### config.mk
export PLATFORM = sky130hd
export DESIGN_NAME = burst_writer
export DESIGN_NICKNAME = d
export VERILOG_FILES = /design/src/common/vwrite_pkg.sv /design/src/databus/burst_writer.sv
export SDC_FILE = /design/constraint.sdc
export NUM_CORES = 1
export LEC_CHECK = 0
export ABC_AREA = 1
export BUFFER_PORTS_ARGS = -buffer_cell sky130_fd_sc_hd__buf_2
export CAP_MARGIN = 10
export CELL_PAD_IN_SITES_DETAIL_PLACEMENT = 0
export CELL_PAD_IN_SITES_GLOBAL_PLACEMENT = 1
export CORE_MARGIN = 2
export CORE_UTILIZATION = 34
export DETAILED_ROUTE_END_ITERATION = 8
export GPL_TIMING_DRIVEN = 0
export PLACE_DENSITY_LB_ADDON = 0.1
export SLEW_MARGIN = 20
export SYNTH_ARGS = -nofsm -noshare
export SYNTH_HDL_FRONTEND = slang
export SYNTH_SLANG_ARGS = --single-unit
### constraint.sdc
create_clock -name clk -period 3.7 [get_ports clk]
set_input_delay 0.74 -clock clk [delete_from_list [all_inputs] [get_ports clk]]
set_output_delay 0.74 -clock clk [all_outputs]
set_load 0.02 [all_outputs]
### src/common/vwrite_pkg.sv
package vwrite_pkg;

   // datapath and databus word width
   localparam int DATA_W = 32;

   // buffer address, 1024 words
   localparam int ADDR_W = 10;

   localparam int AXI_ADDR_W = 32;
   localparam int LEN_W      = 8;
   localparam int PERIOD_W   = 8;
   localparam int DELAY_W    = 8;

   // databus address step for one word
   localparam int BYTES_PER_WORD = DATA_W / 8;

   // bank select and offset when the buffer runs as two halves
   typedef struct packed {
      logic              bank;
      logic [ADDR_W-2:0] offset;
   } buf_bank_addr_t;

   // one buffer address word, read flat or as bank plus offset
   typedef union packed {
      logic [ADDR_W-1:0] addr;
      buf_bank_addr_t    pp;
   } buf_addr_u;

endpackage
### src/databus/burst_writer.sv
`timescale 1ns/100ps

module burst_writer import vwrite_pkg::*; #(
   parameter int DATA_W = vwrite_pkg::DATA_W,
   parameter int ADDR_W = vwrite_pkg::ADDR_W,
   parameter int LEN_W  = vwrite_pkg::LEN_W
) (
   input  logic                  clk,
   input  logic                  rst,

   input  logic                  start_i,
   input  logic [ADDR_W:0]       count_i,
   input  logic [AXI_ADDR_W-1:0] ext_addr_i,
   input  logic [LEN_W-1:0]      length_i,

   input  logic                  word_valid_i,
   output logic                  word_ready_o,
   input  logic [DATA_W-1:0]     word_data_i,

   output logic                  databus_valid_o,
   input  logic                  databus_ready_i,
   output logic [AXI_ADDR_W-1:0] databus_addr_o,
   output logic [LEN_W-1:0]      databus_len_o,
   input  logic                  databus_last_i,
   output logic [DATA_W-1:0]     databus_wdata_o,

   output logic                  done_o
);

   localparam int CNT_W = ADDR_W + 1;

   logic [CNT_W-1:0]      remain_q;
   logic [AXI_ADDR_W-1:0] addr_q;
   logic                  done_q;

   logic [CNT_W-1:0]      len_ext;
   logic [CNT_W-1:0]      burst_len;
   logic                  beat;
   logic                  burst_end;

   // burst is the programmed length, or what is left if shorter
   assign len_ext   = CNT_W'(length_i);
   assign burst_len = (remain_q > len_ext) ? len_ext : remain_q;

   // words pass straight through while a transfer is open
   assign databus_valid_o = word_valid_i && !done_q;
   assign word_ready_o    = databus_ready_i && !done_q;
   assign databus_wdata_o = word_data_i;

   assign beat      = databus_valid_o && databus_ready_i;
   assign burst_end = beat && databus_last_i;

   always_ff @(posedge clk, posedge rst) begin
      if (rst) begin
         remain_q <= '0;
         addr_q   <= '0;
         done_q   <= 1'b1;
      end else if (start_i) begin
         remain_q <= count_i;
         addr_q   <= ext_addr_i;
         done_q   <= (count_i == '0);
      end else if (burst_end) begin
         remain_q <= remain_q - burst_len;
         addr_q   <= addr_q + AXI_ADDR_W'(burst_len) * AXI_ADDR_W'(BYTES_PER_WORD);
         // that was the final burst
         if (remain_q == burst_len) begin
            done_q <= 1'b1;
         end
      end
   end

   // address and length only move at a burst boundary
   assign databus_addr_o = addr_q;
   assign databus_len_o  = LEN_W'(burst_len);
   assign done_o         = done_q;

endmodule

==> flow_metrics.tcl, run 1 <==
set metrics [dict create \
    status "complete, no violations" \
    n_antenna_cell 0 \
    fillerInstances 1435 \
    whs_ns 0.476 \
    numCtsBuffers 5 \
    tightest_slew_ns 0.665 \
    max_freq_mhz 286 \
    grt_use_total 0.208 \
    leakage_uw 0.00319 \
    die_h_um 119 \
    grt_max_degree 26 \
    cts_tree "yes" \
    skew_ns 0.0113 \
    setup_violations 0 \
    syn2layout_area_growth_pct 24.9 \
    vias 4960 \
    start_kind "primary input" \
    drive_above_1_share 0.249 \
    num_rows 42 \
    cts_buffer_depth 2 \
    vias_per_cell 4.71 \
    synth_top_area_cell "dfrtp_1" \
    io_pins 164 \
    synth_top_flop_cell "dfrtp_1" \
    grt_pass1_vias 4476 \
    fin_nets 994 \
    irDropWorstVdd_mv 0.161 \
    first_iter_violations 262 \
    cts_root_buf "clkbuf_16" \
    postLayoutCellArea_um2 5640 \
    critPathKind "primary input to flop" \
    finalCriticalPeriod_ns 3.49 \
    synth_cell_type_count 46 \
    cp_max_fo 6 \
    dp_hpwl_um 12000 \
    worstPathArrival_ns 3.69 \
    core-area_um2 13100 \
    rsz0062_at_grt "no" \
    final_hold_viol_count 0 \
    io_buffer_count 130 \
    clock_latency_ns 0.31 \
    drc 0 \
    synth-async-reset-ratio 1.00 \
    clock-sinks 44 \
    grt_pass1_wl_um 23200 \
    ys_ff_latch 44 \
    ant_nets 0 \
    final.period_utilization 0.944 \
    synthTopCellsByCount "269 x nand2_1, 99 x inv_1, 82 x nand3_1" \
    yosys_warnings 0 \
    required_ns 3.90 \
    die_x_um 119 \
    endpoint_kind "flop" \
    min_path_type "flop to flop" \
    synth.area.top_cells "dfrtp_1 24%, nand2_1 22%, nand3_1 9.1%" \
    antenna_found_initial 0 \
    netlist_area_um2 4520 \
    synth_top_area_frac 0.238 \
    ys_seq_area_frac 0.244 \
    drv_cap 0 \
    slew_headroom 0.557 \
    place_area_um2 5420 \
    htreeDepth 2 \
    grt-ovfl-total 0 \
    firstDrtPassIters 5 \
    synth.most_common_cell "nand2_1" \
    final_util 0.431 \
    dieArea_um2 14200 \
    start_util 0.345 \
    wl_um 14700 \
    synth.avg_cell_area_um2 6.18 \
    wl_per_cell_um 13.9 \
    slew_viol_final 0 \
    netlist_instances 731 \
    gp_congestion 0.891 \
    power.density_nw_per_um2 363 \
    synth_edf_count 0 \
    clk_pin_slew_ns 0.06 \
]
## flip-flops by register name, indices dropped and copies added (netlist names)
register,count
databus_addr_o,32
remain_q,11
done_o,1
## placed cells by master (no fill, tap or decap), types with 3 or more instances in the layout
cell | Yosys | layout
buf_2 | 6 | 135
a21oi_1 | 19 | 19
clkbuf_1 | 4 | 5
buf_6 | 3 | 3
inv_2 | 4 | 6
o21ai_0 | 23 | 23
ha_1 | 27 | 26
nand2_1 | 269 | 268
nand4_1 | 8 | 8
clkbuf_16 | 0 | 5
o221ai_1 | 4 | 4
nor2_1 | 38 | 38
xnor2_1 | 8 | 8
inv_1 | 99 | 97
nor3_1 | 7 | 7
dfrtp_1 | 43 | 43
o211ai_1 | 7 | 7
nand3_1 | 82 | 80
nor2_2 | 5 | 5
nand2_2 | 8 | 9
conb_1 | 1 | 3
o21bai_1 | 5 | 5
buf_4 | 32 | 37
## where the power goes
part           leakage, uW  switching [uW]  internal (uW)
Sequential        0.000531            72.7            537
Combinational      0.00259             594            353
Clock            0.0000712             221            271
Total              0.00319             888           1160
## routing by layer
layer	vias up	part of all wire	global-route usage
met1	2211	0.50	0.296
met4	0	0.014	0.0484
met5	-	0	0
li1	2576	-	-
met3	14	0.058	0.0383
met2	159	0.43	0.328
## critical path, cell delays in order
cell and delay (ns):
buf_2 0.09, inv_1 0.05, ha_1 0.29, nand2_1 0.05, inv_1 0.06, nand3_1 0.07, clkinv_1 0.07, a21oi_1 0.08
o21ai_2 0.24, nand2_2 0.14, buf_4 0.16, nand2_1 0.05, nand2_1 0.12, ha_1 0.40, nand2_1 0.11, nor2_1 0.25
nand3_1 0.12, nand3_1 0.20, nand2_1 0.15, nand3_1 0.10, nand2_1 0.05, nand2_1 0.05, nand2_1 0.04
## cell families after synthesis
| kind of cell | share of synthesized area |
|---|---|
| simple gates | 0.407 |
| compound gates | 0.0873 |
| buf+inv | 0.160 |
| xor+xnor | 0.0175 |
| flops | 0.244 |
| other cells | 0.000830 |
| fa+ha+maj | 0.0837 |
## final timing paths
kind / startpoint / cells after the start / slack (ns) / to
min: databus_addr_o[0] / 2 / 0.48 / databus_addr_o[0]
min in group asynchronous: rst / 2 / 0.51 / databus_addr_o[26]
max reg2reg: remain_q[5] / 21 / 0.29 / databus_addr_o[27]
max: length_i[6] / 23 / 0.21 / databus_addr_o[27]
min reg2reg: databus_addr_o[0] / 2 / 0.48 / databus_addr_o[0]
max in group asynchronous: rst / 3 / 2.67 / databus_addr_o[15]
## final cells by class
class                   count  area, um2  area share
flip-flops and latches     44       1100       0.195
well taps                 176        220      0.0390
clock buffers               8        146      0.0259
repair buffers            136        716       0.127
inverters                 105        394      0.0699
plain buffers              47        332      0.0588
multi-input cells         537       2730       0.484
## per-stage QoR
step / setup WS, ns / std cells / setup TNS [ns] / power (uW)
6_report: 0.207 / 1053 / 0 / 2050
5_1_grt: 0.0239 / 1053 / 0 / 2200
4_1_cts: 0.00636 / 1048 / 0 / 2030
3_5_place_dp: -0.379 / 1040 / -3.52 / 1540
3_3_place_gp: -0.330 / 1039 / -2.72 / 1530
2_1_floorplan: 0.153 / 733 / 0 / 1260
## timing repair
item,in CTS,in global routing
pin swaps,0,2
hold buffers,0,0
cloned,0,0
endpoints found under the setup margin,3,12
gates resized for setup,1,8
buffers inserted,0,5
Power figures use the tool's default switching activity.
==> inputs of run 2 (changes only) <==
==> constraint.sdc (replaced) <==
create_clock -name clk -period 3.7 [get_ports clk]
set_input_delay 0 -clock clk [delete_from_list [all_inputs] [get_ports clk]]
set_output_delay 0 -clock clk [all_outputs]
set_load 0.02 [all_outputs]
==> flow_metrics.tcl, run 2 (synthesis gave the netlist of run 1 again) <==
set metrics [dict create \
    min_path_type "primary input to flop" \
    n_antenna_cell 0 \
    final_hold_viol_count 0 \
    gp_congestion 0.891 \
    power.density_nw_per_um2 346 \
    dieArea_um2 14200 \
    die_x_um 119 \
    regArea_um2 1100 \
    irDropWorstVdd_mv 0.160 \
    skew_ns 0.0105 \
    clk_pin_slew_ns 0.07 \
    final_util 0.457 \
    htreeDepth 2 \
    finalCriticalPeriod_ns 3.42 \
    numCtsBuffers 5 \
    path_cells "ha_1 > nand2_1 > inv_1 > o21ai_0 > nand2_1 > a21oi_1 > o21ai_2 > nand2_2 > buf_6 > nand2_1 > nand2_1 > ha_4 > inv_1 > fa_1 > inv_2 > nand3_1 > nand3_2 > nand2_1 > nand3_1 > nand2_1 > nand3_1 > nand2_1 > nand2_1 > nand2_1" \
    slew_headroom 0.558 \
    cts_tree "yes" \
    slowest_delay_ns 0.43 \
    timing.setup.tns_ns 0 \
    start_util 0.345 \
    first_iter_violations 300 \
    rsz0062_at_grt "no" \
    fillerInstances 1405 \
    drv_cap 0 \
    status "complete, no violations" \
    grt-ovfl-total 0 \
    crit_slowest_cell "dfrtp_1" \
    antenna_found_initial 0 \
    max_freq_mhz 293 \
    final_common_cell "nand2_1" \
    final_cell_mix "269 x nand2_1, 135 x buf_2, 97 x inv_1" \
    vias_per_cell 4.69 \
    cpMostUsedCell "nand2_1" \
    final.period_utilization 0.923 \
    grt_pass1_wl_um 23800 \
    dp_hpwl_um 12000 \
    endpoint_kind "flop" \
    cp_max_fo 10 \
    ant_nets 0 \
    critPathKind "flop to flop" \
    start_kind "flop" \
    final_cell_count_no_fill 1087 \
    grt_max_degree 26 \
    clock_latency_ns 0.31 \
    io_buffer_count 130 \
    core-area_um2 13100 \
    slew_viol_final 0 \
    vias 5094 \
    wl_um 15000 \
    leakage_uw 0.00332 \
    setup_violations 0 \
    tightest_slew_ns 0.663 \
    rrSetupSlack_ns 0.28 \
    cts_root_buf "clkbuf_16" \
    grt_pass1_vias 4646 \
    die_h_um 119 \
    clock-sinks 44 \
    num_rows 42 \
    io_pins 164 \
    firstDrtPassIters 5 \
    syn2layout_area_growth_pct 32.3 \
    place_inst 1040 \
    worstPathArrival_ns 3.62 \
    fin_nets 1028 \
    required_ns 3.90 \
    multi_input_area_um2 2720 \
    largest_reg_flops 32 \
    drc 0 \
    cts_buffer_depth 2 \
    grt_use_total 0.213 \
    wl_per_cell_um 13.8 \
    drive_above_1_share 0.234 \
]
## run 2: changes by cell type in the layout (fill, tap and decap cells not counted)
cell,before,now
dlygate4sd3_1,0,37
nand3_4,1,0
nand3_1,80,81
nand2_2,9,8
nand2_1,268,269
buf_4,37,34
## run 2: report_power, final
group | total [uW] | leakage [uW] | internal, uW | switching [uW]
Combinational | 969 | 0.00272 | 371 | 598
Sequential | 609 | 0.000531 | 537 | 72.5
Clock | 489 | 0.0000712 | 271 | 218
## run 2: final cells by class
class	instances	area share
multi-input combinational	537	0.455
sequential	44	0.185
timing repair buffer	170	0.178
inverter	105	0.0660
buffer	47	0.0555
tap	176	0.0369
clock buffer	8	0.0245
## run 2: worst max-delay path, delay by kind of cell (launching register included)
family | cells | cell delay, ns
AO/OA/AOI/OAI | 3 | 0.41
adder cells (fa/ha/maj) | 3 | 0.90
buffers and inverters | 4 | 0.34
flip-flops | 1 | 0.43
AND/OR/NAND/NOR | 14 | 1.23
## run 2: final timing paths
| check | from | to | cells past startpoint |
|---|---|---|---|
| setup / recovery | remain_q[4] | databus_addr_o[26] | 24 |
| hold / removal | ext_addr_i[27] | databus_addr_o[27] | 5 |
| setup reg to reg | remain_q[4] | databus_addr_o[26] | 24 |
| hold reg to reg | databus_addr_o[0] | databus_addr_o[0] | 2 |
| max in group asynchronous | rst | databus_addr_o[3] | 4 |
| min in group asynchronous | rst | databus_addr_o[1] | 3 |
## run 2: timing repair
item | CTS | global route
setup buffers | 0 | 2
endpoints found under the hold margin | 58 | 0
gates resized for setup | 0 | 7
setup endpoints to repair | 0 | 12
hold buffers | 37 | 0
## run 2: per-layer routing
layer,share of wire,track usage,routed length (um)
met1,0.49,0.299,7320
met2,0.44,0.341,6610
met3,0.060,0.0378,902
met4,0.013,0.0484,191
met5,0,0,0
## run 2: per-stage QoR
stage | worst slack, ns | power, uW | instance area [um2] | hold WS (ns)
after global placement | 0.0970 | 1530 | 5390 | 0.205
after CTS | 0.0363 | 2060 | 5940 | 0.000978
after detailed placement | 0.0523 | 1540 | 5420 | 0.117
after floorplan | 0.532 | 1260 | 4520 | 0.107
after global routing | 0.000779 | 2220 | 5970 | 0.0306
final | 0.285 | 2070 | 5970 | 0.00371
