$ cat config.mk
export PLATFORM = sky130hd
export DESIGN_NAME = store_addr_gen
export DESIGN_NICKNAME = d
export VERILOG_FILES = /design/src/common/vwrite_pkg.sv /design/src/source/store_addr_gen.sv
export SDC_FILE = /design/constraint.sdc
export NUM_CORES = 1
export LEC_CHECK = 0
export BUFFER_PORTS_ARGS = -buffer_cell sky130_fd_sc_hd__buf_4
export CAP_MARGIN = 20
export CORE_MARGIN = 8
export CORE_UTILIZATION = 60
export CTS_CLUSTER_DIAMETER = 80
export DETAILED_ROUTE_END_ITERATION = 16
export HOLD_SLACK_MARGIN = 0.05
export PLACE_DENSITY_LB_ADDON = 0.12
export REMOVE_ABC_BUFFERS = 1
export SYNTH_ARGS = -nofsm -noshare
export SYNTH_HDL_FRONTEND = slang
export SYNTH_SLANG_ARGS = --single-unit
$ cat constraint.sdc
create_clock -name clk -period 6.38 [get_ports clk]
set_clock_uncertainty 0.15 [all_clocks]
set_input_delay 1.595 -clock clk [delete_from_list [all_inputs] [get_ports clk]]
set_output_delay 1.595 -clock clk [all_outputs]
set_load 0.03 [all_outputs]
$ cat src/common/vwrite_pkg.sv
package vwrite_pkg;

   // datapath and databus word width
   localparam int DATA_W = 32;

   // buffer address, 1024 words
   localparam int ADDR_W = 10;

   localparam int AXI_ADDR_W = 32;
   localparam int LEN_W      = 8;
   localparam int PERIOD_W   = 8;
   localparam int DELAY_W    = 8;

   // databus address step for one word
   localparam int BYTES_PER_WORD = DATA_W / 8;

   // bank select and offset when the buffer runs as two halves
   typedef struct packed {
      logic              bank;
      logic [ADDR_W-2:0] offset;
   } buf_bank_addr_t;

   // one buffer address word, read flat or as bank plus offset
   typedef union packed {
      logic [ADDR_W-1:0] addr;
      buf_bank_addr_t    pp;
   } buf_addr_u;

endpackage
$ cat src/source/store_addr_gen.sv
`timescale 1ns/100ps

module store_addr_gen import vwrite_pkg::*; #(
   parameter int ADDR_W   = vwrite_pkg::ADDR_W,
   parameter int PERIOD_W = vwrite_pkg::PERIOD_W
) (
   input  logic                clk,
   input  logic                rst,

   input  logic                run_i,

   input  logic [ADDR_W-1:0]   start_i,
   input  logic [ADDR_W-1:0]   incr_i,
   input  logic [ADDR_W-1:0]   shift_i,
   input  logic [ADDR_W-1:0]   iter_i,
   input  logic [PERIOD_W-1:0] per_i,
   input  logic [PERIOD_W-1:0] duty_i,
   input  logic [DELAY_W-1:0]  delay_i,

   output logic                valid_o,
   output logic [ADDR_W-1:0]   addr_o,
   output logic                done_o
);

   logic                active_q;
   logic [DELAY_W-1:0]  delay_q;
   logic [PERIOD_W-1:0] inner_q;
   logic [ADDR_W-1:0]   outer_q;
   logic [ADDR_W-1:0]   addr_q;
   logic                done_q;

   logic                stepping;
   logic                period_end;
   logic                last_period;

   // one step per cycle once the start delay has run out
   assign stepping    = active_q && (delay_q == '0);
   assign period_end  = (inner_q == per_i - PERIOD_W'(1));
   assign last_period = (outer_q == iter_i - ADDR_W'(1));

   always_ff @(posedge clk, posedge rst) begin
      if (rst) begin
         active_q <= 1'b0;
         delay_q  <= '0;
         inner_q  <= '0;
         outer_q  <= '0;
         addr_q   <= '0;
         done_q   <= 1'b1;
      end else if (run_i) begin
         delay_q <= delay_i;
         inner_q <= '0;
         outer_q <= '0;
         addr_q  <= start_i;
         // nothing to store with an empty loop
         if (iter_i == '0 || per_i == '0) begin
            active_q <= 1'b0;
            done_q   <= 1'b1;
         end else begin
            active_q <= 1'b1;
            done_q   <= 1'b0;
         end
      end else if (active_q) begin
         if (delay_q != '0) begin
            delay_q <= delay_q - DELAY_W'(1);
         end else if (period_end) begin
            inner_q <= '0;
            outer_q <= outer_q + ADDR_W'(1);
            // period boundary adds the shift on top of the step
            addr_q  <= addr_q + incr_i + shift_i;
            if (last_period) begin
               active_q <= 1'b0;
               done_q   <= 1'b1;
            end
         end else begin
            inner_q <= inner_q + PERIOD_W'(1);
            addr_q  <= addr_q + incr_i;
         end
      end
   end

   // only the first duty_i steps of each period store
   assign valid_o = stepping && (inner_q < duty_i);
   assign addr_o  = addr_q;
   assign done_o  = done_q;

endmodule

==> reports/metrics.yaml, run 1 <==
vias: 3446
initial_core_util_pct: 60.6
synth.distinct_cells: 54
setup_viol: 0
async_reset_ff_share_pct: 100
max_freq_ghz: 0.205
seq_area_um2: 952
drive_gt1_share_pct: 19.2
routed_wl_um: 9000
worst_pin_slew_ns: 0.707
clkTransAtPathRegs_ns: 0.08
track_usage_pct: 21.0
use_met1_pct: 25.6
outcome: "complete, no violations"
vias_per_cell: 5.93
power_leakage_nw: 2.02
first_pass_iters: 4
cts_resized: 0
rsz0062_at_grt: "no"
syn_area_per_cell_um2: 8.20
multiInputGateArea_um2: 2450
ys_seq_area_share_pct: 27.0
grt_pass1_vias: 3465
synth_area_leader_cell: "dfrtp_1"
cts_max_level: 2
tritoncts: "yes"
wl_per_cell_um: 15.5
area_growth_pct: 22.3
synth.top_cell.area_share_pct: 26.3
grt_overflow_total: 0
mostFrequentLayoutCells: "buf_4 (81), nand2_1 (49), nor2_1 (37), dfrtp_1 (37), ha_1 (31)"
antenna_found_initial: 0
diodes: 0
clkSinkCount: 38
die_w_um: 92.6
io_pins: 79
cp_common_cell: "a21o_1"
crit_slowest_cell: "ha_1"
grt_pass1_wl_um: 15200
cts-buffers-inserted: 5
route.detailed.drc: 0
final_common_cell: "buf_4"
critPathLaunchType: "primary input"
post-route-period-util_pct: 76.5
synth.area.top_cells: "dfrtp_1 (26%), ha_1 (11%), xnor2_1 (6.5%)"
hp-class: "reg -> reg"
end_kind: "primary output"
final-hold-violation-count: 0
cp-startpoint: "duty_i[1]"
relSlewSlack_pct: 52.2
path_cells: "buf_4, inv_1, ha_1, a21o_1, a21o_1, a21o_1, a21o_1, a21o_1, a31oi_1, buf_4"
yosys_most_used_dff: "dfrtp_1"
ctsHoldBuffers: 0
synth_cells: 430
cp_max_fo: 1
finalCriticalPeriod_ns: 4.88
grtUsageMet2_pct: 35.2
gr-max-usage-layer: "met2"
nets: 605
fp.dieH_um: 92.6
r2r_start: "addr_o[0]$_DFFE_PP0P_"
fin_util_pct: 74.1
cts_buffer_depth: 2
ir_worst_vdd_mv: 0.119
insertion_delay_ns: 0.29
use_met3_pct: 4.61
maxCapViolCount: 0
holdCritStartpoint: "delay_q[1]$_DFFE_PP0P_"
worst-setup-path-type: "in -> out"
ant_nets: 0
slew_violations: 0
cp.arrival_ns: 3.14
portBuffers: 78
tns_ns: 0
cp.required_ns: 4.64
cts-root-buf: "clkbuf_8"
p_per_area_nw_per_um2: 197
dieArea_um2: 8580
cts_setup_buffers: 0
dp_hpwl_um: 6880
core_area_um2: 5820
row_count: 28
slowest_delay_ns: 0.28
fillerInstances: 479
synth-edff-count: 0
place.gp.congestion: 0.894
syn-cell-area_um2: 3520
synth_seq_cells: 38
grt_max_degree: 61
first_iter_violations: 143
total_power_mw: 0.848
yosys_warnings: 0
## area by class of cell
cell class              instances  share of cell area [%]
multi-input cells             361                    56.9
clock buffers                   5                    1.60
well taps                      75                    2.18
repair buffers                 81                    14.1
flip-flops and latches         38                    22.1
clock inverters                 3                    1.60
inverters                      18                    1.57
## final timing paths
check	to	slack (ns)	cells after the start
min in group asynchronous	outer_q[2]$_DFFE_PP0P_	1.26	3
max	valid_o	1.50	10
max reg2reg	addr_o[8]$_DFFE_PP0P_	2.64	12
min	delay_q[1]$_DFFE_PP0P_	0.42	2
max in group asynchronous	done_o$_DFFE_PP1P_	4.47	3
min reg2reg	delay_q[1]$_DFFE_PP0P_	0.42	2
## through the flow
stage	hold WS (ns)	setup slack (ns)	area, um2	std cells
finish	0.421	1.50	4310	581
CTS	0.431	1.50	4310	581
global placement	0.401	1.44	4170	573
global route	0.465	1.41	4310	581
floorplan	0.375	1.41	3470	417
detailed placement	0.407	1.38	4170	573
## synth_stat cells (all sizes together), types with 3 or more instances
cell type and n:
mux2i 7, nor3 13, a21o 9, nand3b 8
dfrtp 37, buf 4, a21oi 30, or3 3
o21ai 23, o21bai 5, inv 18, clkbuf 9
and3 6, nand3 15, nand2b 4, o31ai 6
nor2 37, o21a 4, xor2 24, xnor2 26
o221ai 7, a31oi 4, nand4 4, ha 31
nand2 50, nor2b 10, nor4 8
## state kept, by name, indices dropped and copies added, names as in the netlist
signal / cells
done_o: 1
delay_q: 8
inner_q: 8
addr_o: 10
outer_q: 10
active_q: 1
## per-layer routing
metal / wire length, um / vias to the layer above / share of wire [%]
met2: 4360 / 108 / 48
met1: 3960 / 1631 / 44
met3: 464 / 22 / 5.2
met4: 211 / 0 / 2.3
li1: - / 1685 / -
met5: 0 / - / 0
## report_power, final
| group | switching [mW] | total (mW) | internal [mW] |
|---|---|---|---|
| registers | 0.0152 | 0.271 | 0.256 |
| logic | 0.176 | 0.326 | 0.150 |
| clock network | 0.0938 | 0.251 | 0.157 |
| total | 0.285 | 0.848 | 0.563 |
## cell families (layout without fill, tap and decap cells)
| logic type | count (synthesis) | in the layout | synth area share (%) |
|---|---|---|---|
| AND/OR/NAND/NOR | 168 | 168 | 24.0 |
| AO/OA/AOI/OAI | 101 | 101 | 18.3 |
| XOR/XNOR | 50 | 50 | 12.4 |
| flip-flops | 38 | 38 | 27.0 |
| adder cells (fa/ha/maj) | 33 | 33 | 12.1 |
| buffers and inverters | 31 | 107 | 3.48 |
| multiplexers | 9 | 9 | 2.63 |
## worst max-delay path, delay by kind of cell
family,cells,cell delay (ns)
fa+ha+maj,1,0.28
buf+inv,3,0.28
compound gates,6,0.97
(Power assumes the default switching activity.)
==> run 2, diff against run 1 <==
--- a/config.mk
+++ b/config.mk
@@ -5,10 +5,11 @@
 export SDC_FILE = /design/constraint.sdc
 export NUM_CORES = 1
 export LEC_CHECK = 0
+export ABC_AREA = 1
 export BUFFER_PORTS_ARGS = -buffer_cell sky130_fd_sc_hd__buf_4
 export CAP_MARGIN = 20
 export CORE_MARGIN = 8
-export CORE_UTILIZATION = 60
+export CORE_UTILIZATION = 51
 export CTS_CLUSTER_DIAMETER = 80
 export DETAILED_ROUTE_END_ITERATION = 16
 export HOLD_SLACK_MARGIN = 0.05
==> constraint.sdc (replaced) <==
create_clock -name clk -period 4.41 [get_ports clk]
set_clock_uncertainty 0.15 [all_clocks]
set_input_delay 1.1025 -clock clk [delete_from_list [all_inputs] [get_ports clk]]
set_output_delay 1.1025 -clock clk [all_outputs]
set_load 0.03 [all_outputs]
==> reports/metrics.yaml, run 2 <==
outcome: "complete, no violations"
multiInputGateArea_um2: 2540
cp.arrival_ns: 3.85
ys_seq_area_share_pct: 24.7
critPathLaunchType: "primary input"
area_growth_pct: 20.6
synth_compound_area_share_pct: 10.0
cts_max_level: 2
track_usage_pct: 20.8
cts_resized: 0
hp-class: "reg -> reg"
cp_max_fo: 4
grt_pass1_vias: 3962
fp.dieH_um: 103
clkTransAtPathRegs_ns: 0.08
clkSinkCount: 38
p_comb_share_pct: 42.8
ant_nets: 0
synth_top_family_by_area: "simple AND/OR/NAND/NOR gates"
worst_slack_ns: 0.651
post-route-period-util_pct: 85.2
holdCritStartpoint: "addr_o[8]$_DFFE_PP0P_"
pre_cts_slack_ns: 0.373
regToRegSetupSlack_ns: 1.14
core_area_um2: 7290
slew_violations: 0
power_switching_share_pct: 38.2
yosys_warnings: 0
power_leakage_nw: 2.51
yosys_most_used_dff: "dfrtp_1"
vias_per_cell: 5.20
tritoncts: "yes"
row_count: 31
dp_hpwl_um: 8400
synth_area_leader_cell: "dfrtp_1"
finalCriticalPeriod_ns: 3.76
end_kind: "flip-flop"
portBuffers: 78
synth.top_cell.area_share_pct: 24.0
yosysMostFrequentCell: "nand2_1"
synthAdderAreaFrac_pct: 11.1
synth_cells: 594
nets: 772
synth.top_cells.by_count: "nand2_1 (173), inv_1 (82), nand3_1 (62)"
syn-cell-area_um2: 3850
p_clk_share_pct: 25.9
io_pins: 79
grt_max_degree: 39
ctsHoldBuffers: 0
async_reset_ff_share_pct: 100
wl_per_cell_um: 13.7
final_common_cell: "nand2_1"
dieArea_um2: 10600
fillerInstances: 702
worst-setup-path-type: "in -> reg"
p_per_area_nw_per_um2: 269
synth_seq_cells: 38
cp.required_ns: 4.50
synth-edff-count: 0
relSlewSlack_pct: 65.2
die_w_um: 103
yosys.area_share.simple_pct: 36.7
route.detailed.drc: 0
p_seq_share_pct: 31.4
r2r_cells: 16
synth-xor-area-share_pct: 8.08
dp_cells: 764
ir_worst_vdd_mv: 0.149
vias: 4015
first_pass_iters: 5
r2r_start: "addr_o[0]$_DFFE_PP0P_"
syn_area_per_cell_um2: 6.49
hold_depth: 2
first_iter_violations: 202
cts_setup_buffers: 0
synth_mux_area_share_pct: 0
grt_overflow_total: 0
routed_wl_um: 10600
tns_ns: 0
final-hold-violation-count: 0
diodes: 0
place.gp.congestion: 0.965
synth.area.top_cells: "dfrtp_1 (24%), nand2_1 (17%), ha_1 (10%)"
drive_gt1_share_pct: 15.3
worst_pin_slew_ns: 0.521
insertion_delay_ns: 0.30
reg2reg_to: "addr_o[9]$_DFFE_PP0P_"
cts-root-buf: "clkbuf_8"
seq_area_um2: 952
synth.distinct_cells: 38
setup_viol: 0
maxCapViolCount: 0
antenna_found_initial: 0
cts_buffer_depth: 2
mostFrequentLayoutCells: "nand2_1 (173), inv_1 (82), buf_4 (79)"
cts-buffers-inserted: 5
dpl_cell_area_um2: 4530
fin_util_pct: 63.7
rsz0062_at_grt: "no"
p_sw_mw: 0.478
initial_core_util_pct: 52.8
final_cell_count_no_fill: 772
grt_pass1_wl_um: 17600
fin_area_um2: 4650
hold_end: "addr_o[8]$_DFFE_PP0P_"
max_freq_ghz: 0.266
power.internal_mw: 0.773
run 2: changes by cell type after synthesis, sizes merged, moves of 9 or more:
cell | before | now
a21oi | 30 | 20
inv | 18 | 86
nand2 | 50 | 175
nand3 | 15 | 62
nand4 | 4 | 13
nor2 | 37 | 66
nor2b | 10 | 0
xnor2 | 26 | 9
run 2: power by group through the flow:
| stage | Clock [mW] | Sequential [mW] | Combinational [mW] |
|---|---|---|---|
| after floorplan | 0 | 0.416 | 0.354 |
| after global placement | 0 | 0.399 | 0.515 |
| after detailed placement | 0 | 0.398 | 0.529 |
| after CTS | 0.327 | 0.392 | 0.532 |
| after global routing | 0.338 | 0.395 | 0.599 |
| final | 0.324 | 0.392 | 0.535 |
run 2: worst max-delay path by stage:
stage,depth (start not counted),startpoint,slack [ns],end
after floorplan,17,incr_i[0],0.85,addr_o[9]$_DFFE_PP0P_
after global placement,18,incr_i[0],0.55,addr_o[9]$_DFFE_PP0P_
after detailed placement,18,incr_i[0],0.37,addr_o[9]$_DFFE_PP0P_
after CTS,18,incr_i[0],0.69,addr_o[9]$_DFFE_PP0P_
after global routing,17,incr_i[0],0.42,addr_o[9]$_DFFE_PP0P_
final,17,incr_i[0],0.65,addr_o[9]$_DFFE_PP0P_
run 2: cell type report:
class / count / share of cell area (%)
multi-input combinational: 462 / 54.6
sequential: 38 / 20.5
timing repair buffer: 79 / 12.8
inverter: 86 / 6.94
tap: 99 / 2.66
clock buffer: 7 / 1.86
clock inverter: 1 / 0.646
run 2: cell families (layout without fill, tap and decap cells):
| kind of cell | after synthesis | in the layout |
|---|---|---|
| buf+inv | 94 | 173 |
| fa+ha+maj | 33 | 33 |
| compound gates | 66 | 66 |
| flops | 38 | 38 |
| simple gates | 329 | 329 |
| xor+xnor | 34 | 34 |
run 2: stage by stage:
stage          hold slack [ns]  power, mW
2_1_floorplan            0.364      0.770
3_3_place_gp             0.351      0.914
3_5_place_dp             0.354      0.928
4_1_cts                  0.378       1.25
5_1_grt                  0.418       1.33
6_report                 0.369       1.25
run 2: routing by layer:
metal / GRT usage, % / vias to the layer above / part of all wire [%]
met5: 0 / - / 0
met4: 4.78 / 0 / 0.92
met3: 4.05 / 8 / 7.4
met2: 35.8 / 108 / 48
met1: 26.0 / 1822 / 44
li1: - / 2077 / -
run 2: critical path, cell delays in order:
cell and delay (ns):
buf_4 0.12, ha_1 0.24, fa_1 0.42, nand3_1 0.09
nand2_1 0.10, a21oi_1 0.17, xor2_1 0.20, inv_1 0.07
ha_1 0.34, nand2_1 0.11, nor2_1 0.18, nand3_1 0.15
nand4_1 0.13, nand2_1 0.09, o21ai_0 0.18, nand3_1 0.10
nand2_1 0.07
