<file path="src/common/vwrite_pkg.sv">
package vwrite_pkg;

   // datapath and databus word width
   localparam int DATA_W = 32;

   // buffer address, 1024 words
   localparam int ADDR_W = 10;

   localparam int AXI_ADDR_W = 32;
   localparam int LEN_W      = 8;
   localparam int PERIOD_W   = 8;
   localparam int DELAY_W    = 8;

   // databus address step for one word
   localparam int BYTES_PER_WORD = DATA_W / 8;

   // bank select and offset when the buffer runs as two halves
   typedef struct packed {
      logic              bank;
      logic [ADDR_W-2:0] offset;
   } buf_bank_addr_t;

   // one buffer address word, read flat or as bank plus offset
   typedef union packed {
      logic [ADDR_W-1:0] addr;
      buf_bank_addr_t    pp;
   } buf_addr_u;

endpackage
</file>
<file path="src/source/buffer_reader.sv">
`timescale 1ns/100ps

module buffer_reader #(
   parameter int DATA_W = vwrite_pkg::DATA_W,
   parameter int ADDR_W = vwrite_pkg::ADDR_W
) (
   input  logic              clk,
   input  logic              rst,

   input  logic              start_i,
   input  logic [ADDR_W:0]   count_i,

   output logic              rd_en_o,
   output logic [ADDR_W-1:0] rd_addr_o,
   input  logic [DATA_W-1:0] rd_data_i,

   output logic              word_valid_o,
   input  logic              word_ready_i,
   output logic [DATA_W-1:0] word_data_o
);

   logic [ADDR_W:0]   total_q;
   logic [ADDR_W:0]   rd_cnt_q;
   logic              pend_q;

   // two-entry skid queue
   logic [DATA_W-1:0] skid_q [2];
   logic              wr_ptr_q;
   logic              rd_ptr_q;
   logic [1:0]        occ_q;

   logic              push;
   logic              pop;
   logic [2:0]        slots_used;

   assign push = pend_q;
   assign pop  = word_valid_o && word_ready_i;

   // entries held plus the read whose data lands this cycle
   assign slots_used = {1'b0, occ_q} + {2'b00, pend_q};

   assign rd_en_o   = !start_i && (rd_cnt_q < total_q) &&
                      (slots_used < 3'd2 + {2'b00, pop});
   assign rd_addr_o = rd_cnt_q[ADDR_W-1:0];

   always_ff @(posedge clk, posedge rst) begin
      if (rst) begin
         total_q  <= '0;
         rd_cnt_q <= '0;
         pend_q   <= 1'b0;
         wr_ptr_q <= 1'b0;
         rd_ptr_q <= 1'b0;
         occ_q    <= 2'd0;
      end else if (start_i) begin
         total_q  <= count_i;
         rd_cnt_q <= '0;
         pend_q   <= 1'b0;
         wr_ptr_q <= 1'b0;
         rd_ptr_q <= 1'b0;
         occ_q    <= 2'd0;
      end else begin
         pend_q <= rd_en_o;
         if (rd_en_o) begin
            rd_cnt_q <= rd_cnt_q + 1'b1;
         end
         if (push) begin
            wr_ptr_q <= ~wr_ptr_q;
         end
         if (pop) begin
            rd_ptr_q <= ~rd_ptr_q;
         end
         occ_q <= occ_q + {1'b0, push} - {1'b0, pop};
      end
   end

   always_ff @(posedge clk) begin
      if (push) begin
         skid_q[wr_ptr_q] <= rd_data_i;
      end
   end

   assign word_valid_o = (occ_q != 2'd0);
   assign word_data_o  = skid_q[rd_ptr_q];

endmodule

</file>
<file path="config.mk">
export PLATFORM = sky130hd
export DESIGN_NAME = buffer_reader
export DESIGN_NICKNAME = d
export VERILOG_FILES = /design/src/common/vwrite_pkg.sv /design/src/source/buffer_reader.sv
export SDC_FILE = /design/constraint.sdc
export NUM_CORES = 1
export LEC_CHECK = 0
export BUFFER_PORTS_ARGS = -buffer_cell sky130_fd_sc_hd__buf_2
export CAP_MARGIN = 25
export CORE_ASPECT_RATIO = 0.75
export CORE_MARGIN = 2
export CORE_UTILIZATION = 58
export DETAILED_ROUTE_END_ITERATION = 8
export PLACE_DENSITY = 0.94
export SYNTH_ARGS = -nofsm -noshare
export SYNTH_HDL_FRONTEND = slang
export SYNTH_SLANG_ARGS = --single-unit
export TNS_END_PERCENT = 10
</file>
<file path="constraint.sdc">
create_clock -name clk -period 6 [get_ports clk]
set_input_delay 0.3 -clock clk [delete_from_list [all_inputs] [get_ports clk]]
set_output_delay 0.3 -clock clk [all_outputs]
set_load 0.02 [all_outputs]
</file>
==> metrics, run 1 <==
share of the clock period used by the worst path after layout=46.8%; Crit path largest cell delay=0.58 ns; half-perimeter wire length of the detailed placement result=5220 um; Yosys cell types=41; final setup violation count=0; unrepaired setup endpoints after global routing=false; reg-to-reg critical path endpoint=rd_cnt_q[1]; maximum operating frequency=0.356 GHz; list of cells traversed by the critical path=ha_1 -> nand4_1 -> and3_1 -> o21a_1 -> o21ai_2 -> inv_1 -> buf_2; GRT met3 Usage=6.15%; gate family responsible for the most delay along the worst path=compound AO/OA/AOI/OAI gates; Die Height=76.1 um; # fillers=504; Worst Skew=0.0108 ns; Slew Limit Headroom=38.3%; final-report max-slew violation count=0; number of instances in the synthesized netlist=277; critical register-to-register path startpoint=rd_cnt_q[5]; final number of hold-violating endpoints=0; GRT Residual Overflow=0; total of hold buffers inserted after clock tree synthesis=0; CORE AREA=6770 um2; worst-case reg-to-reg path depth=6; largest cells by area after synthesis=sky130_fd_sc_hd__edfxtp_1 (48%), sky130_fd_sc_hd__dfrtp_1 (17%), sky130_fd_sc_hd__mux2_2 (9.2%), sky130_fd_sc_hd__ha_1 (4.7%), sky130_fd_sc_hd__nand2_1 (2.0%); number of warning messages in the yosys log=0; cell type with the largest total area after synthesis=sky130_fd_sc_hd__edfxtp_1; final critical-path required period=2.81 ns; total I/O pin count=91; number of nets in the layout=424; CP Class=reg -> out; max-cap viol count=0; hold_ws=0.0125 ns; fraction of layout instances using a drive strength above 1=41.1%; class of the most critical hold timing path=in -> async; vias in the first global route=2,562; RD Place Congestion=0.846; result of the run=completed; Clock H-tree levels=3; leakage component of the power=0.00202 uW; sequential cell area=2600 um2; buffers added on ports=90; deepest clock path buffer count=2; core occupancy in the finished layout=69.4%; Die ar.=7620 um2; main flop type after synthesis=sky130_fd_sc_hd__edfxtp_1; vias post-DR=2,483; vias per cell=5.51; number of antenna diodes=0; number of buffer and inverter stages on the critical path=2; critical path capture point type=output pin; Std-Cell Rows=26; post-placement worst setup slack=3.59 ns; Starting Density=59.4%; most crowded layer after global routing=met2; met1 capacity usage during global routing=23.9%; antenna violations before repair=0; CTS Buf Count=9; required time at the worst-slack endpoint=5.70 ns; Worst-Margin Slew=0.923 ns; Synth Cell Area=4020 um2; Peak VDD IR=0.258 mV; clk sink count=91; pin count of the biggest net entering global routing=33; Critical Path Slowest Stage Cell=sky130_fd_sc_hd__o21ai_2; Synthesized Nets=339; detailed-route wire length=7370 um; antenna-violating nets left=0; Post-CTS Repair Setup Buffers=0; per-cell routed wire length=16.3 um; buffer type at the clock tree root=sky130_fd_sc_hd__clkbuf_8; reg-to-reg slack, setup=3.60 ns; Post-synth EDFFs=64; part of the Yosys area used for sequential elements=64.6%; CP max FO=11; Resize count post-CTS=0; Final WS setup=3.19 ns; TritonCTS clock tree=done; global-route wire length before repair=11,800 um; async set-or-reset flop fraction in the synthesized netlist=29.7%; area of the multi-input gates=1250 um2; areal power density over the cells=402 nW/um2; DRC violation total after the first TritonRoute iteration=94; most instantiated library cell after synthesis=sky130_fd_sc_hd__edfxtp_1; first drt pass iteration count=4; proportion of netlist area held by the largest area contributor=47.8%; overall global routing resource usage=20.1%; Mapped Avg Cell Area=14.5 um2; latest clock arrival within the worst-skew pair=0.34 ns; total of flip-flops plus latches after synthesis=91; floorplan die width=100 um; top post-synthesis cells by count=sky130_fd_sc_hd__edfxtp_1 (64), sky130_fd_sc_hd__mux2_2 (33), sky130_fd_sc_hd__dfrtp_1 (27); setup_tns=0 ns; routing usage on met2=34.0%; post-detailed-route DRC marker count=0; WP data arrival=2.51 ns; area grow syn2layout=16.8%; clock transition at the registers of the reported paths=0.09 ns; critical path startpoint category=flip-flop
[through the flow]
stage	std cells	instance area, um2	power (uW)
floorplan	277	4020	1310
global placement	434	4480	1460
detailed placement	435	4490	1490
CTS	451	4690	1910
global route	451	4690	1980
finish	451	4690	1890
[per-layer routing]
metal / part of all wire (%) / routed length (um)
met5: 0 / 0
met2: 51 / 3760
met4: 2.3 / 169
met1: 41 / 3050
met3: 5.2 / 381
[report_power, final]
part / leakage [uW] / total, uW / internal, uW / switching [uW]
combinational: 0.000975 / 601 / 234 / 366
sequential: 0.000944 / 874 / 822 / 51.7
clock: 0.0000975 / 413 / 197 / 216
total: 0.00202 / 1890 / 1250 / 634
[flip-flops by register name (all words and copies together), names as in the netlist]
register / flops
occ_q: 2
rd_ptr_q: 1
rd_cnt_q: 11
pend_q: 1
skid_q: 64
wr_ptr_q: 1
total_q: 11
[worst max-delay path by stage]
stage | slack (ns) | startpoint | endpoint | depth (start not counted)
floorplan | 3.70 | pend_q | skid_q[0][0] | 1
detailed placement | 3.59 | rd_cnt_q[6] | rd_en_o | 7
finish | 3.19 | rd_cnt_q[5] | rd_en_o | 7
global placement | 3.67 | rd_cnt_q[6] | rd_en_o | 7
global route | 3.06 | rd_cnt_q[5] | rd_en_o | 7
CTS | 3.18 | rd_cnt_q[5] | rd_en_o | 7
[layout by cell type (no fill, tap or decap), types with 2 or more instances in the layout]
cell type and n:
sky130_fd_sc_hd__mux2i_1 6, sky130_fd_sc_hd__nor2_1 4, sky130_fd_sc_hd__a41oi_1 3, sky130_fd_sc_hd__nand2_1 21
sky130_fd_sc_hd__buf_2 90, sky130_fd_sc_hd__o211ai_1 4, sky130_fd_sc_hd__inv_6 2, sky130_fd_sc_hd__xor2_1 4
sky130_fd_sc_hd__clkinv_4 2, sky130_fd_sc_hd__a21oi_1 2, sky130_fd_sc_hd__xnor2_1 4, sky130_fd_sc_hd__edfxtp_1 64
sky130_fd_sc_hd__o21ai_2 2, sky130_fd_sc_hd__clkbuf_8 9, sky130_fd_sc_hd__buf_4 2, sky130_fd_sc_hd__o21ai_0 13
sky130_fd_sc_hd__nand4_1 3, sky130_fd_sc_hd__dfrtp_1 27, sky130_fd_sc_hd__ha_1 15, sky130_fd_sc_hd__mux2_2 33
sky130_fd_sc_hd__inv_1 17, sky130_fd_sc_hd__o21a_1 2, sky130_fd_sc_hd__o311a_1 3, sky130_fd_sc_hd__nor3_1 3
sky130_fd_sc_hd__nand3_1 4, sky130_fd_sc_hd__nor2b_1 3, sky130_fd_sc_hd__o211ai_2 3, sky130_fd_sc_hd__and3_1 2
sky130_fd_sc_hd__nor4_1 2
[area by class of cell]
| class | count | share of cell area [%] |
|---|---|---|
| clock buffers | 10 | 2.72 |
| clock inverters | 6 | 1.55 |
| inverters | 17 | 1.36 |
| multi-input cells | 150 | 26.6 |
| flip-flops and latches | 91 | 55.3 |
| well taps | 84 | 2.24 |
| repair buffers | 93 | 10.2 |
[worst register-to-register path: cells and delay by family (launching register included)]
kind	cells	cell delay, ns
AOI/OAI and AO/OA	2	0.76
DFF	1	0.48
muxes	1	0.38
adders and majority gates	1	0.37
and+or+nand+nor	2	0.30
[kinds of logic (layout without fill, tap and decap cells)]
group | after synthesis | in the layout | synth area share (%)
flip-flops | 91 | 91 | 64.6
adder cells (fa/ha/maj) | 15 | 15 | 4.67
AO/OA/AOI/OAI | 37 | 37 | 6.73
AND/OR/NAND/NOR | 49 | 49 | 6.29
buffers and inverters | 36 | 126 | 4.55
XOR/XNOR | 8 | 8 | 1.74
multiplexers | 41 | 41 | 11.4
No activity file was read; power rests on OpenSTA's default activity.
==> inputs of run 2 (changes only) <==
--- a/config.mk
+++ b/config.mk
@@ -9,9 +9,9 @@
 export CAP_MARGIN = 25
 export CORE_ASPECT_RATIO = 0.75
 export CORE_MARGIN = 2
-export CORE_UTILIZATION = 58
+export CORE_UTILIZATION = 49
 export DETAILED_ROUTE_END_ITERATION = 8
-export PLACE_DENSITY = 0.94
+export PLACE_DENSITY = 0.85
 export SYNTH_ARGS = -nofsm -noshare
 export SYNTH_HDL_FRONTEND = slang
 export SYNTH_SLANG_ARGS = --single-unit
==> constraint.sdc (replaced) <==
create_clock -name clk -period 2.5 [get_ports clk]
set_input_delay 0.125 -clock clk [delete_from_list [all_inputs] [get_ports clk]]
set_output_delay 0.125 -clock clk [all_outputs]
set_load 0.02 [all_outputs]
==> metrics, run 2 (same netlist as run 1, synthesis figures left out) <==
Finished Layout Cells=525 (+16%); total I/O pin count=91 (unchanged); Die Height=82.4 um (+8.3%); buffer type at the clock tree root=sky130_fd_sc_hd__clkbuf_8; Starting Density=50.8% (-8.6 points); final number of hold-violating endpoints=0 (unchanged); detailed-route wire length=7870 um (+6.8%); per-cell routed wire length=15.0 um (-8.2%); Final Total Pwr=4560 uW (+140%); worst-case reg-to-reg path depth=7 (+1); setup_tns=0 ns (unchanged); instance count along the most critical hold path=4; deepest clock path buffer count=2 (unchanged); CP max FO=6 (-5); vias per cell=5.01 (-9.0%); CP Class=reg -> out; first drt pass iteration count=4 (unchanged); clock transition at the registers of the reported paths=0.09 ns (about the same); antenna violations before repair=0 (unchanged); Layout Cell Area excl Fill=5220 um2 (+11%); global-route wire length before repair=12,000 um (+2.1%); pin count of the biggest net entering global routing=33 (unchanged); flip-flop count of the largest register, all copies and words added=64 (unchanged); number of placed instances with taps included=458 (+5.3%); Peak VDD IR=0.440 mV (+70%); CTS Buf Count=9 (unchanged); final setup violation count=0 (unchanged); vias in the first global route=2,564 (+0.078%); CORE AREA=7920 um2 (+17%); Slew Limit Headroom=61.0% (+23 points); buffers added on ports=90 (unchanged); DRC violation total after the first TritonRoute iteration=128 (+36%); half-perimeter wire length of the detailed placement result=5120 um (-2.0%); Std-Cell Rows=28 (+7.7%); vias post-DR=2,630 (+5.9%); GRT Residual Overflow=0 (unchanged); post-detailed-route DRC marker count=0 (unchanged); final-report max-slew violation count=0 (unchanged); result of the run=completed; Worst Skew=0.00516 ns (-0.00560 ns); commonest non-fill, non-tap cells in the layout=sky130_fd_sc_hd__buf_2 (90), sky130_fd_sc_hd__edfxtp_1 (64), sky130_fd_sc_hd__dlygate4sd3_1 (44), sky130_fd_sc_hd__mux2_2 (33), sky130_fd_sc_hd__dfrtp_1 (27); antenna-violating nets left=0 (unchanged); class of the most critical hold timing path=in -> reg; final critical-path required period=2.37 ns; # fillers=605 (+20%); TritonCTS clock tree=done; largest registers=skid_q x64, rd_cnt_q x11, total_q x11; share of the clock period used by the worst path after layout=94.9%; placed inst area=4540 um2 (+1.0%); leakage component of the power=0.00224 uW (+11%); area grow syn2layout=29.9%; critical path capture point type=output pin; RD Place Congestion=0.897 (+6.1%); overall global routing resource usage=17.8% (-2.3 points); number of antenna diodes=0 (unchanged); WP data arrival=2.25 ns (-0.26 ns); maximum operating frequency=0.422 GHz; number of nets in the layout=478 (+13%); Clock H-tree levels=3 (unchanged); clk sink count=91 (unchanged); most common library cell in the layout ignoring fill and taps=sky130_fd_sc_hd__buf_2; floorplan die width=109 um (+8.4%); Die ar.=8950 um2 (+17%); areal power density over the cells=874 nW/um2 (+120%); latest clock arrival within the worst-skew pair=0.35 ns (about the same); required time at the worst-slack endpoint=2.38 ns (-3.32 ns); critical path startpoint category=flip-flop; register with the highest flop count=skid_q; fraction of layout instances using a drive strength above 1=38.3% (-2.8 points); hold_ws=0.136 ns (+0.123 ns); Worst-Margin Slew=0.585 ns (-0.338 ns); max-cap viol count=0 (unchanged)
## run 2: layout make-up
type,count,area [um2],share of cell area (%)
inverter,17,63.8,1.22
sequential,91,2600,49.7
clock buffer,9,124,2.37
timing repair buffer,147,1000,19.2
clock inverter,6,50.0,0.959
multi-input combinational,150,1250,24.0
tap,105,131,2.52
## run 2: per-stage QoR
step                      util (%)  worst slack, ns
after floorplan                  -            0.203
after global placement        57.3            0.215
after detailed placement      57.3            0.124
after CTS                     65.2          0.00687
after global routing          65.9         -0.00203
final                         65.9            0.128
## run 2: worst paths after layout
path,from,endpoint,slack (ns)
setup reg to reg,rd_cnt_q[2],rd_cnt_q[1],0.23
hold reg to reg,total_q[0],total_q[0],0.52
setup / recovery,rd_cnt_q[2],rd_en_o,0.13
min in group asynchronous,rst,occ_q[1],0.37
hold / removal,word_ready_i,rd_ptr_q,0.14
max in group asynchronous,rst,total_q[1],1.85
## run 2: timing repair
action,CTS,global route
gates resized for setup,1,0
setup buffers,0,8
pin swaps,0,2
hold endpoints to repair,102,0
setup endpoints to repair,1,1
hold buffers,44,0
## run 2: critical path, cell delays in order, from the launching register on
cell and delay (ns):
sky130_fd_sc_hd__dfrtp_1 0.44, sky130_fd_sc_hd__ha_1 0.33, sky130_fd_sc_hd__a21o_1 0.18, sky130_fd_sc_hd__a31oi_1 0.27, sky130_fd_sc_hd__o21a_1 0.35, sky130_fd_sc_hd__o21ai_4 0.11, sky130_fd_sc_hd__inv_1 0.06, sky130_fd_sc_hd__buf_2 0.15
## run 2: where the power goes
| part | leakage [uW] | switching [uW] | internal, uW |
|---|---|---|---|
| clock | 0.0000823 | 519 | 366 |
| sequential | 0.000944 | 143 | 1970 |
| combinational | 0.00121 | 887 | 677 |
| total | 0.00224 | 1550 | 3010 |
## run 2: routing by layer
metal | GRT usage (%) | share of wire [%]
met4 | 5.90 | 1.2
met1 | 21.9 | 42
met5 | 0 | 0
met2 | 30.8 | 52
met3 | 4.95 | 5.0
